[config.mk]
export PLATFORM = sky130hd
export DESIGN_NAME = loader_top
export DESIGN_NICKNAME = d
export VERILOG_FILES = /design/src/loader_pkg.sv /design/src/download_decoder.sv /design/src/prg_loader.sv /design/src/tape_fetcher.sv /design/src/mem_arbiter.sv /design/src/loader_top.sv
export SDC_FILE = /design/constraint.sdc
export NUM_CORES = 1
export LEC_CHECK = 0
export ABC_AREA = 1
export ABC_CLOCK_PERIOD_IN_PS = 2940
export BUFFER_PORTS_ARGS = -buffer_cell sky130_fd_sc_hd__buf_2
export CORE_MARGIN = 2
export CORE_UTILIZATION = 35
export DETAILED_ROUTE_END_ITERATION = 6
export GPL_TIMING_DRIVEN = 0
export PLACE_DENSITY = 0.6
export SYNTH_ARGS = -nofsm -noshare
export SYNTH_HDL_FRONTEND = slang
export SYNTH_SLANG_ARGS = --single-unit
[constraint.sdc]
create_clock -name clk_sys -period 2.94 [get_ports clk_sys]
set_clock_uncertainty 0.15 [all_clocks]
set_input_delay 0.147 -clock clk_sys [delete_from_list [all_inputs] [get_ports clk_sys]]
set_output_delay 0.147 -clock clk_sys [all_outputs]
set_load 0.03 [all_outputs]
[src/loader_pkg.sv]
package loader_pkg;

    // ========================================
    // Basic widths
    // ========================================

    typedef logic [7:0]  byte_t;
    // 6502 side address
    typedef logic [15:0] cpu_addr_t;
    // External memory byte address
    typedef logic [22:0] mem_addr_t;
    // Byte offset inside one download
    typedef logic [24:0] dl_addr_t;

    typedef enum logic [1:0] {
        KIND_NONE,
        KIND_ROM,
        KIND_PRG,
        KIND_TAP
    } load_kind_e;

    // ========================================
    // Host download index codes
    // ========================================

    localparam byte_t IDX_ROM     = 8'h00;
    localparam byte_t IDX_PRG     = 8'h01;
    localparam byte_t IDX_PRG_ALT = 8'h41;
    localparam byte_t IDX_TAP     = 8'h81;

    // Memory map
    localparam mem_addr_t TAP_MEM_START     = 23'h20000;
    localparam cpu_addr_t PRG_CART_BASE     = 16'hA000;
    localparam cpu_addr_t PRG_ADDR_LIMIT    = 16'hBFFF;
    localparam dl_addr_t TAP_VERSION_OFFSET = 25'd12;

    // BASIC start of variables, arrays and free space, then end of program
    localparam cpu_addr_t BASIC_PTR_ADDR [8] = '{
        16'h002D, 16'h002E, 16'h002F, 16'h0030,
        16'h0031, 16'h0032, 16'h00AE, 16'h00AF
    };

endpackage

[src/download_decoder.sv]
`timescale 1ns/10ps

module download_decoder (
    input  logic                   clk_sys,
    input  logic                   reset,
    input  logic                   dl_active_i,
    input  loader_pkg::byte_t      dl_index_i,
    input  logic                   dl_wr_i,
    input  loader_pkg::dl_addr_t   dl_addr_i,
    input  loader_pkg::byte_t      dl_data_i,
    output loader_pkg::load_kind_e kind_o,
    output logic                   we_o,
    output loader_pkg::mem_addr_t  addr_o,
    output loader_pkg::byte_t      data_o,
    output loader_pkg::mem_addr_t  tap_end_addr_o,
    output logic                   tap_version_o
);

    loader_pkg::mem_addr_t rom_addr;
    logic                  rom_valid;
    loader_pkg::mem_addr_t tap_next;
    loader_pkg::mem_addr_t tap_wr_addr;
    logic                  rom_wr;
    logic                  tap_wr;

    always_comb begin
        kind_o = loader_pkg::KIND_NONE;
        if (dl_active_i) begin
            case (dl_index_i)
                loader_pkg::IDX_ROM:                      kind_o = loader_pkg::KIND_ROM;
                loader_pkg::IDX_PRG, loader_pkg::IDX_PRG_ALT: kind_o = loader_pkg::KIND_PRG;
                loader_pkg::IDX_TAP:                      kind_o = loader_pkg::KIND_TAP;
                default:                                  kind_o = loader_pkg::KIND_NONE;
            endcase
        end
    end

    // ROM image regions, 8K steps of the download offset
    always_comb begin
        rom_valid = (dl_addr_i[24:16] == 9'h000);
        rom_addr  = '0;
        case (dl_addr_i[15:13])
            3'b000, 3'b001: rom_addr = {9'h000, dl_addr_i[13:0]};  // drive ROM
            3'b010:         rom_addr = {10'h007, dl_addr_i[12:0]}; // PAL kernal
            3'b011:         rom_addr = {10'h00F, dl_addr_i[12:0]}; // NTSC kernal
            3'b100:         rom_addr = {10'h006, dl_addr_i[12:0]}; // BASIC
            3'b101:         rom_addr = {11'h008, dl_addr_i[11:0]}; // character ROM
            default:        rom_valid = 1'b0;
        endcase
    end

    // Tape image restarts at the tape area on offset 0
    assign tap_wr_addr    = (dl_addr_i == '0) ? loader_pkg::TAP_MEM_START : tap_next;
    assign tap_end_addr_o = tap_next;

    assign rom_wr = dl_wr_i && (kind_o == loader_pkg::KIND_ROM) && rom_valid;
    assign tap_wr = dl_wr_i && (kind_o == loader_pkg::KIND_TAP);

    always_ff @(posedge clk_sys) begin
        if (reset) begin
            we_o          <= 1'b0;
            tap_next      <= loader_pkg::TAP_MEM_START;
            tap_version_o <= 1'b0;
        end else begin
            we_o <= rom_wr || tap_wr;
            if (tap_wr) begin
                tap_next <= tap_wr_addr + 23'd1;
                if (dl_addr_i == loader_pkg::TAP_VERSION_OFFSET) begin
                    tap_version_o <= dl_data_i[0];
                end
            end
        end
    end

    always_ff @(posedge clk_sys) begin
        if (rom_wr) begin
            addr_o <= rom_addr;
            data_o <= dl_data_i;
        end else if (tap_wr) begin
            addr_o <= tap_wr_addr;
            data_o <= dl_data_i;
        end
    end

endmodule

[src/prg_loader.sv]
`timescale 1ns/10ps

module prg_loader (
    input  logic                   clk_sys,
    input  logic                   reset,
    input  loader_pkg::load_kind_e kind_i,
    input  logic                   dl_wr_i,
    input  loader_pkg::dl_addr_t   dl_addr_i,
    input  loader_pkg::byte_t      dl_data_i,
    input  logic                   no_header_i,
    output logic                   we_o,
    output loader_pkg::mem_addr_t  addr_o,
    output loader_pkg::byte_t      data_o,
    output logic                   force_reset_o
);

    logic                  prg_active;
    logic                  prg_active_d;
    logic                  hdr_byte;
    logic                  first_data;
    logic                  data_byte;
    loader_pkg::cpu_addr_t prg_addr;
    loader_pkg::cpu_addr_t wr_addr;
    logic [4:0]            inject_step;
    logic                  inject_wr;
    logic [2:0]            ptr_idx;
    logic                  auto_reset;

    assign prg_active = (kind_i == loader_pkg::KIND_PRG);

    // Two byte load address leads the file unless disabled
    assign hdr_byte   = !no_header_i && (dl_addr_i == 25'd0 || dl_addr_i == 25'd1);
    assign first_data = no_header_i ? (dl_addr_i == 25'd0) : (dl_addr_i == 25'd2);
    assign data_byte  = prg_active && dl_wr_i && !hdr_byte;

    // Address stops at the top of the cartridge window
    always_comb begin
        if (first_data) begin
            wr_addr = no_header_i ? loader_pkg::PRG_CART_BASE : prg_addr;
        end else if (prg_addr == loader_pkg::PRG_ADDR_LIMIT) begin
            wr_addr = prg_addr;
        end else begin
            wr_addr = prg_addr + 16'd1;
        end
    end

    // Odd steps 1..15 write one pointer byte each
    assign inject_wr = inject_step[0] && !inject_step[4];
    assign ptr_idx   = inject_step[3:1];

    // ========================================
    // Control
    // ========================================

    always_ff @(posedge clk_sys) begin
        if (reset) begin
            prg_active_d  <= 1'b0;
            inject_step   <= 5'd0;
            auto_reset    <= 1'b0;
            force_reset_o <= 1'b0;
            we_o          <= 1'b0;
        end else begin
            prg_active_d  <= prg_active;
            force_reset_o <= 1'b0;
            we_o          <= data_byte || inject_wr;
            if (data_byte && wr_addr == loader_pkg::PRG_CART_BASE) begin
                auto_reset <= 1'b1;
            end
            // PRG download just ended
            if (prg_active_d && !prg_active) begin
                inject_step <= 5'd1;
            end else if (inject_step != 5'd0) begin
                inject_step <= inject_step + 5'd1;
            end
            if (inject_step == 5'd31) begin
                force_reset_o <= auto_reset;
                auto_reset    <= 1'b0;
            end
        end
    end

    // ========================================
    // Load address and write data
    // ========================================

    always_ff @(posedge clk_sys) begin
        if (prg_active && dl_wr_i) begin
            if (hdr_byte) begin
                if (dl_addr_i[0]) begin
                    prg_addr[15:8] <= dl_data_i;
                end else begin
                    prg_addr[7:0] <= dl_data_i;
                end
            end else begin
                prg_addr <= wr_addr;
                addr_o   <= {7'h00, wr_addr};
                data_o   <= dl_data_i;
            end
        end else if (inject_wr) begin
            // End address, low byte then high byte
            addr_o <= {7'h00, loader_pkg::BASIC_PTR_ADDR[ptr_idx]};
            data_o <= inject_step[1] ? prg_addr[15:8] : prg_addr[7:0];
        end
    end

endmodule

[src/tape_fetcher.sv]
`timescale 1ns/10ps

module tape_fetcher #(
    parameter int TAP_FIFO_DEPTH = 4
) (
    input  logic                  clk_sys,
    input  logic                  reset,
    input  logic                  dl_active_i,
    input  logic                  tap_loading_i,
    input  loader_pkg::mem_addr_t tap_end_addr_i,
    input  logic                  p2_h_i,
    output logic                  rd_o,
    output loader_pkg::mem_addr_t rd_addr_o,
    input  loader_pkg::byte_t     rd_data_i,
    output loader_pkg::byte_t     tap_data_o,
    output logic                  tap_valid_o,
    input  logic                  tap_credit_i,
    output logic                  tap_restart_o
);

    localparam int CW = $clog2(TAP_FIFO_DEPTH + 1);
    localparam logic [CW-1:0] CREDIT_MAX = CW'(TAP_FIFO_DEPTH);

    logic                  p2_d;
    logic                  p2_fall;
    logic                  p2_rise;
    logic                  load_d;
    logic                  loading;
    logic                  send;
    loader_pkg::mem_addr_t play_addr;
    loader_pkg::mem_addr_t last_addr;
    logic [CW-1:0]         credits;

    assign p2_fall   = p2_d && !p2_h_i;
    assign p2_rise   = !p2_d && p2_h_i;
    // One extra cycle picks up the end address of the final byte
    assign loading   = tap_loading_i || load_d;
    assign send      = p2_rise && rd_o && !loading;
    assign rd_addr_o = play_addr;

    always_ff @(posedge clk_sys) begin
        if (reset) begin
            p2_d          <= 1'b0;
            load_d        <= 1'b0;
            play_addr     <= loader_pkg::TAP_MEM_START;
            last_addr     <= loader_pkg::TAP_MEM_START;
            rd_o          <= 1'b0;
            tap_valid_o   <= 1'b0;
            tap_restart_o <= 1'b0;
            credits       <= CREDIT_MAX;
        end else begin
            p2_d          <= p2_h_i;
            load_d        <= tap_loading_i;
            tap_valid_o   <= send;
            tap_restart_o <= tap_loading_i && !load_d;
            if (loading) begin
                play_addr <= loader_pkg::TAP_MEM_START;
                last_addr <= tap_end_addr_i;
                rd_o      <= 1'b0;
            end else begin
                // Fetch only in the low bus phase
                if (p2_fall && !dl_active_i && play_addr != last_addr && credits != '0) begin
                    rd_o <= 1'b1;
                end
                if (send) begin
                    rd_o      <= 1'b0;
                    play_addr <= play_addr + 23'd1;
                end
            end
            case ({send, tap_credit_i})
                2'b10: credits <= credits - 1'b1;
                2'b01: begin
                    if (credits != CREDIT_MAX) begin
                        credits <= credits + 1'b1;
                    end
                end
                default: ;
            endcase
        end
    end

    // Last sample before p2 rises is the one sent
    always_ff @(posedge clk_sys) begin
        if (!p2_h_i && rd_o) begin
            tap_data_o <= rd_data_i;
        end
    end

endmodule

[src/mem_arbiter.sv]
`timescale 1ns/10ps

module mem_arbiter (
    input  logic                  clk_sys,
    input  logic                  reset,
    input  logic                  prg_we_i,
    input  loader_pkg::mem_addr_t prg_addr_i,
    input  loader_pkg::byte_t     prg_data_i,
    input  logic                  dl_we_i,
    input  loader_pkg::mem_addr_t dl_addr_i,
    input  loader_pkg::byte_t     dl_data_i,
    input  logic                  tap_rd_i,
    input  loader_pkg::mem_addr_t tap_addr_i,
    output loader_pkg::mem_addr_t mem_addr_o,
    output loader_pkg::byte_t     mem_wdata_o,
    output logic                  mem_we_o,
    output logic                  mem_oe_o
);

    // Fixed priority, PRG over ROM/TAP writes over tape reads
    always_ff @(posedge clk_sys) begin
        if (reset) begin
            mem_we_o <= 1'b0;
            mem_oe_o <= 1'b0;
        end else begin
            mem_we_o <= prg_we_i || dl_we_i;
            mem_oe_o <= tap_rd_i && !prg_we_i && !dl_we_i;
        end
    end

    always_ff @(posedge clk_sys) begin
        if (prg_we_i) begin
            mem_addr_o  <= prg_addr_i;
            mem_wdata_o <= prg_data_i;
        end else if (dl_we_i) begin
            mem_addr_o  <= dl_addr_i;
            mem_wdata_o <= dl_data_i;
        end else if (tap_rd_i) begin
            mem_addr_o <= tap_addr_i;
        end
    end

endmodule

[src/loader_top.sv]
`timescale 1ns/10ps

module loader_top #(
    parameter int TAP_FIFO_DEPTH = 4
) (
    input  logic                  clk_sys,
    input  logic                  reset,
    input  logic                  dl_active_i,
    input  loader_pkg::byte_t     dl_index_i,
    input  logic                  dl_wr_i,
    input  loader_pkg::dl_addr_t  dl_addr_i,
    input  loader_pkg::byte_t     dl_data_i,
    input  logic                  no_header_i,
    input  logic                  p2_h_i,
    input  loader_pkg::byte_t     mem_rdata_i,
    input  logic                  tap_credit_i,
    output loader_pkg::mem_addr_t mem_addr_o,
    output loader_pkg::byte_t     mem_wdata_o,
    output logic                  mem_we_o,
    output logic                  mem_oe_o,
    output logic                  force_reset_o,
    output loader_pkg::byte_t     tap_data_o,
    output logic                  tap_valid_o,
    output logic                  tap_version_o,
    output logic                  tap_restart_o
);

    loader_pkg::load_kind_e kind;
    logic                   rom_tap_we;
    loader_pkg::mem_addr_t  rom_tap_addr;
    loader_pkg::byte_t      rom_tap_data;
    loader_pkg::mem_addr_t  tap_end_addr;
    logic                   prg_we;
    loader_pkg::mem_addr_t  prg_addr;
    loader_pkg::byte_t      prg_data;
    logic                   tap_rd;
    loader_pkg::mem_addr_t  tap_rd_addr;
    logic                   tap_loading;

    assign tap_loading = (kind == loader_pkg::KIND_TAP);

    // ========================================
    // Download path
    // ========================================

    download_decoder u_download_decoder (
        .clk_sys        (clk_sys),
        .reset          (reset),
        .dl_active_i    (dl_active_i),
        .dl_index_i     (dl_index_i),
        .dl_wr_i        (dl_wr_i),
        .dl_addr_i      (dl_addr_i),
        .dl_data_i      (dl_data_i),
        .kind_o         (kind),
        .we_o           (rom_tap_we),
        .addr_o         (rom_tap_addr),
        .data_o         (rom_tap_data),
        .tap_end_addr_o (tap_end_addr),
        .tap_version_o  (tap_version_o)
    );

    prg_loader u_prg_loader (
        .clk_sys       (clk_sys),
        .reset         (reset),
        .kind_i        (kind),
        .dl_wr_i       (dl_wr_i),
        .dl_addr_i     (dl_addr_i),
        .dl_data_i     (dl_data_i),
        .no_header_i   (no_header_i),
        .we_o          (prg_we),
        .addr_o        (prg_addr),
        .data_o        (prg_data),
        .force_reset_o (force_reset_o)
    );

    // Tape playback toward the cassette
    tape_fetcher #(
        .TAP_FIFO_DEPTH (TAP_FIFO_DEPTH)
    ) u_tape_fetcher (
        .clk_sys        (clk_sys),
        .reset          (reset),
        .dl_active_i    (dl_active_i),
        .tap_loading_i  (tap_loading),
        .tap_end_addr_i (tap_end_addr),
        .p2_h_i         (p2_h_i),
        .rd_o           (tap_rd),
        .rd_addr_o      (tap_rd_addr),
        .rd_data_i      (mem_rdata_i),
        .tap_data_o     (tap_data_o),
        .tap_valid_o    (tap_valid_o),
        .tap_credit_i   (tap_credit_i),
        .tap_restart_o  (tap_restart_o)
    );

    mem_arbiter u_mem_arbiter (
        .clk_sys     (clk_sys),
        .reset       (reset),
        .prg_we_i    (prg_we),
        .prg_addr_i  (prg_addr),
        .prg_data_i  (prg_data),
        .dl_we_i     (rom_tap_we),
        .dl_addr_i   (rom_tap_addr),
        .dl_data_i   (rom_tap_data),
        .tap_rd_i    (tap_rd),
        .tap_addr_i  (tap_rd_addr),
        .mem_addr_o  (mem_addr_o),
        .mem_wdata_o (mem_wdata_o),
        .mem_we_o    (mem_we_o),
        .mem_oe_o    (mem_oe_o)
    );

endmodule

=== Word-level counts from Yosys, hierarchy flattened ===
Memories as Yosys holds them, arrays and structs flattened.
Cells that the tools add are included.

* Bitwise logic cells: 2
* Equal/unequal tests: 25
* Reduce and logical (&&, ||, !) cells: 61
* $lt $le $gt $ge: 1
* Multiplexer cells: 34
* $add $sub $neg: 6

{| class="wikitable"
|+ Operator list
! kind !! count
|-
| 2-to-1 mux 23 bit || 9
|-
| 2-to-1 mux 16 bit || 6
|-
| case mux 17 bit (5 select lines) || 1
|-
| 2-to-1 mux 8 bit || 10
|-
| adder 23 x 1 -> 23 bit, second input constant || 2
|-
| == test 16 bit, second input constant || 2
|-
| == test 25 x 1 -> 1 bit, second input constant || 1
|-
| == test 25 x 2 -> 1 bit, second input constant || 1
|-
| == test 25 x 4 -> 1 bit, second input constant || 1
|-
| logical NOT 25 bit || 1
|-
| inequality test 23 bit || 1
|-
| logical AND 1 bit || 20
|-
| adder 16 x 1 -> 16 bit, second input constant || 1
|-
| OR reduction 2 bit || 6
|-
| logical NOT 1 bit || 11
|-
| AND reduction 2 bit || 5
|-
| nonzero test 2 bit || 5
|-
| logical NOT 9 bit || 1
|-
| == test 8 x 1 -> 1 bit, second input constant || 1
|-
| == test 8 x 7 -> 1 bit, second input constant || 1
|-
| == test 8 bit, second input constant || 1
|-
| logical NOT 8 bit || 1
|-
| == test 2 bit, second input constant || 3
|-
| == test 3 x 2 -> 1 bit, second input constant || 2
|-
| other kinds (24) || 36
|}

* Word-level logic and storage cells: 158
* Memories: 1
* Bits in registers: 207
* ROM bits: 128
* Output and inout bits: 45
* Input bits: 56

{| class="wikitable"
|+ Memories
! memory !! words !! width !! rd ports !! clocked after memory_dff !! wr ports !! RTL line !! source
|-
| (no name shown) || 8 || 16 || 1 || 0 || 0 || prg_loader.sv:101 || <nowiki>addr_o <= {7'h00, loader_pkg::BASIC_PTR_ADDR[ptr_idx]};</nowiki>
|}

=== Depth between registers and ports, before layout ===
* Word-level depth: 11
* Gate-level depth with buffers: 16
* Depth with buffers taken out: 15

=== Modules after synthesis ===
A second synthesis with hierarchy kept.

* Cells, all modules: 1485
* Area total of the unflattened synthesis: 10976.8 um2

{| class="wikitable"
|+ Modules (own cells, without submodules)
! module !! cells an instance !! times used !! area each (um2)
|-
| prg_loader || 431 || 1 || 3178.0
|-
| download_decoder || 398 || 1 || 3121.7
|-
| tape_fetcher || 418 || 1 || 2895.3
|-
| mem_arbiter || 236 || 1 || 1774.2
|-
| loader_top || 2 || 1 || 7.5
|}

=== Worst setup path before layout ===
No wires, ideal clock.

* Path type: input to register
* Start: input port dl_index_i[5]
* End: register u_prg_loader.addr_o[0], enable pin
* Stages on the path: 7
* Arrival: 2.625 ns
* Slack: -0.273 ns
* Data required time: 2.352 ns
* Cells stage by stage: nor2_1 nand3_1 o21ai_4 nor2_1 inv_2 nor2_4 o21ai_0

* Longest elaborated chain between the ends: 8
* Elaborated cells on any way between the ends: 12

{| class="wikitable"
|+ RTL lines
! element !! RTL line !! source
|-
| from (decl) || loader_top.sv:9 || <nowiki>input loader_pkg::byte_t dl_index_i,</nowiki>
|-
| == test 8 x 1 -> 1 bit / == test 8 x 7 -> 1 bit (equally long branches) || download_decoder.sv:29 || <nowiki>case (dl_index_i)</nowiki>
|-
| OR reduction 2 bit || download_decoder.sv:29 ||
|-
| case mux 2 bit (3 select lines) (*) || download_decoder.sv:29 ||
|-
| 2-to-1 mux 2 bit (*) || download_decoder.sv:28 || <nowiki>if (dl_active_i) begin</nowiki>
|-
| == test 2 bit (*) || prg_loader.sv:29 || <nowiki>assign prg_active = (kind_i == loader_pkg::KIND_PRG);</nowiki>
|-
| logical AND 1 bit (*) || prg_loader.sv:87 || <nowiki>if (prg_active && dl_wr_i) begin</nowiki>
|-
| inequality test 2 bit (no source line) / nonzero test 2 bit (equally long branches) || - ||
|-
| AND reduction 2 bit (no source line) (*) || - ||
|-
| to (signal assigned) || prg_loader.sv:96 || <nowiki>addr_o <= {7'h00, wr_addr};</nowiki>
|-
| to (signal assigned) || prg_loader.sv:101 ||
|-
| to (decl) || prg_loader.sv:12 || <nowiki>output loader_pkg::mem_addr_t addr_o,</nowiki>
|}

Mark *: on every way between the ends. The rest lies on a longest branch, timed or not.
A chain may end at the register's enable or synchronous reset.

=== Worst setup path in the final report ===
* Start: input port dl_addr_i[7]
* End: register u_download_decoder.tap_next[16], in the netlist u_download_decoder.tap_end_addr_o[16]

* Longest elaborated chain between the ends: 3

{| class="wikitable"
|+ RTL lines
! element !! RTL line !! source
|-
| from (decl) || loader_top.sv:11 || <nowiki>input loader_pkg::dl_addr_t dl_addr_i,</nowiki>
|-
| logical NOT 25 bit || download_decoder.sv:53 || <nowiki>assign tap_wr_addr = (dl_addr_i == '0) ? loader_pkg::TAP_MEM_START : tap_next;</nowiki>
|-
| 2-to-1 mux 23 bit || download_decoder.sv:53 ||
|-
| adder 23 x 1 -> 23 bit || download_decoder.sv:67 || <nowiki>tap_next <= tap_wr_addr + 23'd1;</nowiki>
|-
| to (signal assigned) || download_decoder.sv:62 || <nowiki>tap_next <= loader_pkg::TAP_MEM_START;</nowiki>
|-
| to (signal assigned) || download_decoder.sv:67 ||
|-
| to (decl) || download_decoder.sv:21 || <nowiki>loader_pkg::mem_addr_t tap_next;</nowiki>
|}

Every way passes these cells.

==> metrics.yaml <==
outcome:
  outcome: "completed"
worst_setup_path:
  arrival_ps: 2820
  start_kind: "input pin"
  regToRegSetupSlack_ps: 300
  cpMaxStageDelayCell: "dlygate4sd3_1"
  path_buf_inv: 3
  worst_setup_path_end_kind: "flop"
  rr_worst_depth: 10
  worstPathRequired_ps: 3100
  crit_type: "in2reg"
  reg2reg_from: "u_prg_loader.prg_addr[1]"
  critPathTopFamily: "simple AND/OR/NAND/NOR gates"
  path_cells: "dlygate4sd3_1, buf_2, nor2_1, nand2_2, nor2_4, nand2_1, nor2_2, buf_6, nor2_1, ha_1, nand4_1, nor2_2, nand3_1, nor2_2, nand2_1, xor2_1, nor2_1"
  rr_endpoint: "u_prg_loader.addr_o[3]"
  crit_fanout: 10
  slowest_delay_ps: 510
pwr:
  power_frac_seq: 0.536
  p_sw_mw: 1.428
  combPwrFrac: 0.081
  p_per_area_nw_per_um2: 466.4
  power.leakage_nw: 4.841
  finalPower_mw: 5.698
  internal_power_mw: 4.270
  ir_drop_mv: 0.4277
  clkPwrFrac: 0.383
  swShare: 0.2506
min_path:
  hold_path_depth: 5
  min_to: "u_tape_fetcher.credits[0]"
  hold_start: "tap_credit_i"
  hp-class: "in2reg"
synth:
  yosysSeqAreaShare: 0.4919
  syn_nets: 1365
  synth-xor-area-share: 0.03376
  synth_compound_area_frac: 0.1101
  synth.avg_cell_area_sq_um: 7.990
  synth-simple-area-share: 0.2750
  synthAdderAreaFrac: 0.01278
  ys_types: 42
  yosys_warnings: 0
  synth_ff_type: "edfxtp_1"
  ys_async_sr_fraction: 0
  muxShareOfSynthArea: 0.002170
  synthCells: 1299
  synth_top_family_by_area: "simple AND/OR/NAND/NOR gates"
  synth-seq-cells: 200
  syn_area_sq_um: 10380
  synth_edf_count: 110
layout:
  final_util: 0.4155
  syn_to_final_growth_pct: 17.70
  num_antenna_cells: 0
  nNetsFinal: 1513
  drive_gt1_frac: 0.1349
  final_cells: 1850
global_route:
  antenna_found_initial: 0
  grt_pass1_vias: 8638
  overflow: 0
  grt_usage: 0.1986
  grt_max_degree: 32
  grt_pass1_wl_microns: 47380
cts:
  clockBufferDepth: 2
  cts_setup_buffers: 0
  clk_pin_slew_ps: 70
  cts_tree: "yes"
  cts_buffers: 17
  insertion_delay_ps: 440
  clkSinkCount: 200
  cts_max_level: 4
  root_buffer: "clkbuf_16"
routing:
  drc_errors: 0
  met3RoutedLength_microns: 2558
  wl_per_cell_microns: 16.53
  initialDrtViolationCount: 864
  wl_met1_microns: 14380
  route.met2.wl_microns: 13200
  ant_nets: 0
  drt_first_pass_iters: 5
  viasPerCell: 5.079
  num_vias: 9396
  wirelength_microns: 30590
  top_layer_used: "met4"
die:
  core-area_sq_um: 29400
  dieArea_sq_um: 31050
  row_count: 63
  die_x_microns: 176.2
  ios: 101
  initial_core_util: 0.3530
  dieHeight_microns: 176.2
place:
  dp.cells: 1789
  port_buffers: 99
  dp_hpwl_microns: 23650
  gp_congestion: 0.8931
timing:
  max_freq_mhz: 375.1
  hold_violations: 0
  holdWs_ps: 24.26
  setup_viol: 0
  tightest_slew_ps: 876.1
  rsz0062_at_grt: "no"
  drv_slew: 0
  layout_min_cycle_time_ps: 2666
  period_share: 0.9067
  slew_headroom: 0.4145
flow_run:
  cap_viol_max_count: 0
## routing by layer
metal / GRT usage / vias to the layer above
met5: 0 / -
met4: 0.04718 / 0
met3: 0.03553 / 34
met2: 0.3002 / 409
met1: 0.2943 / 4356
li1: - / 4597
## state kept, by name, indices dropped and copies added, names as in the netlist, 3 cells and up
signal                             cells
u_download_decoder.data_o              8
u_prg_loader.inject_step               5
u_prg_loader.data_o                    8
u_tape_fetcher.credits                 3
u_mem_arbiter.mem_wdata_o              8
u_download_decoder.tap_end_addr_o     23
u_prg_loader.prg_addr                 16
u_tape_fetcher.tap_data_o              8
u_prg_loader.addr_o                   16
u_tape_fetcher.last_addr              23
u_tape_fetcher.rd_addr_o              23
u_download_decoder.addr_o             23
u_mem_arbiter.mem_addr_o              23
## layout make-up
| class | count | area [sq um] |
|---|---|---|
| Clock inverter | 13 | 97.59 |
| Buffer | 53 | 250.2 |
| Inverter | 139 | 521.8 |
| Tap cell | 390 | 488.0 |
| Fill cell | 3000 | 17190 |
| Sequential cell | 200 | 5105 |
| Timing Repair Buffer | 129 | 814.5 |
| Clock buffer | 19 | 432.9 |
| Multi-Input combinational cell | 907 | 4506 |
## tightest hold or removal path: stages
cell     delay [ps]
buf_2            90
inv_1            40
nand2_1         120
a21oi_1          80
nor2_1           90
## synth_stat cells (3+ instances only)
library cell / number / area share
a211oi_1: 5 / 0.0036
a21oi_1: 99 / 0.048
a31oi_1: 8 / 0.0048
buf_1: 3 / 0.0011
buf_2: 11 / 0.0053
buf_6: 4 / 0.0043
clkbuf_1: 33 / 0.012
clkinv_1: 3 / 0.0011
dfxtp_1: 90 / 0.17
edfxtp_1: 110 / 0.32
ha_1: 9 / 0.011
inv_1: 130 / 0.047
inv_2: 6 / 0.0022
nand2_1: 281 / 0.10
nand2_2: 10 / 0.0060
nand3_1: 88 / 0.042
nand4_1: 24 / 0.014
nor2_1: 175 / 0.063
nor2_2: 9 / 0.0054
nor2_4: 9 / 0.0098
nor3_1: 22 / 0.011
nor3_4: 3 / 0.0047
nor4_1: 8 / 0.0048
o21a_1: 5 / 0.0036
o21ai_0: 88 / 0.042
o31ai_1: 4 / 0.0029
or2_2: 3 / 0.0018
xnor2_1: 17 / 0.014
xor2_1: 23 / 0.019
## power groups by stage
stage / Combinational, mW / Sequential, mW / Clock [mW]
floorplan: 0.213 / 3.16 / 0
global placement: 0.414 / 3.12 / 0
detailed placement: 0.429 / 3.12 / 0
CTS: 0.459 / 3.06 / 2.21
global route: 0.510 / 3.06 / 2.34
finish: 0.460 / 3.06 / 2.18
## placed cells by master (no fill, tap or decap), drive strengths merged
cell | synthesis | layout
o21ai | 92 | 92
fa | 1 | 1
or2 | 3 | 3
clkbuf | 33 | 52
dlygate4sd3 | 0 | 28
a21oi | 99 | 99
inv | 136 | 141
o21a | 5 | 5
clkinvlp | 0 | 2
nor4 | 8 | 8
xor2 | 23 | 23
nand3b | 2 | 2
nand3 | 90 | 90
nor2 | 193 | 193
clkinv | 3 | 9
buf | 20 | 121
o211ai | 1 | 1
ha | 9 | 9
nand4 | 25 | 25
nand2 | 293 | 293
dfxtp | 90 | 90
a31oi | 8 | 8
a211oi | 5 | 5
edfxtp | 110 | 110
o31ai | 4 | 4
a32oi | 1 | 1
mux2 | 2 | 2
nor3 | 26 | 26
xnor2 | 17 | 17
## stage by stage
step | setup TNS (ps) | instance area (sq um) | setup slack [ps]
floorplan | 0 | 10380 | 335.4
global placement | -15370 | 11360 | -370.4
detailed placement | -7436 | 11380 | -243.9
CTS | 0 | 12190 | 209.7
global route | 0 | 12220 | 80.75
finish | 0 | 12220 | 274.2
## cells by family after synthesis
group / after synthesis
flops: 200
simple gates: 640
xor+xnor: 40
buf+inv: 192
mux: 2
fa+ha+maj: 10
compound gates: 215
## how the worst max path moves through the flow
stage,startpoint,endpoint,slack (ps),cells after the start
4_1_cts,dl_addr_i[21],u_download_decoder.addr_o[0],210,9
6_report,dl_addr_i[7],u_download_decoder.tap_end_addr_o[16],270,17
5_1_grt,dl_addr_i[7],u_download_decoder.tap_end_addr_o[16],80,17
3_5_place_dp,dl_addr_i[21],u_download_decoder.data_o[5],-240,9
3_3_place_gp,dl_index_i[1],u_prg_loader.data_o[6],-370,12
2_1_floorplan,dl_index_i[1],u_prg_loader.addr_o[0],340,11
## what timing repair did
item	in CTS	in global routing
resized for setup	0	0
hold buffers	28	0
hold endpoints to repair	58	0
Note: power is estimated with default switching activity, not from simulation.
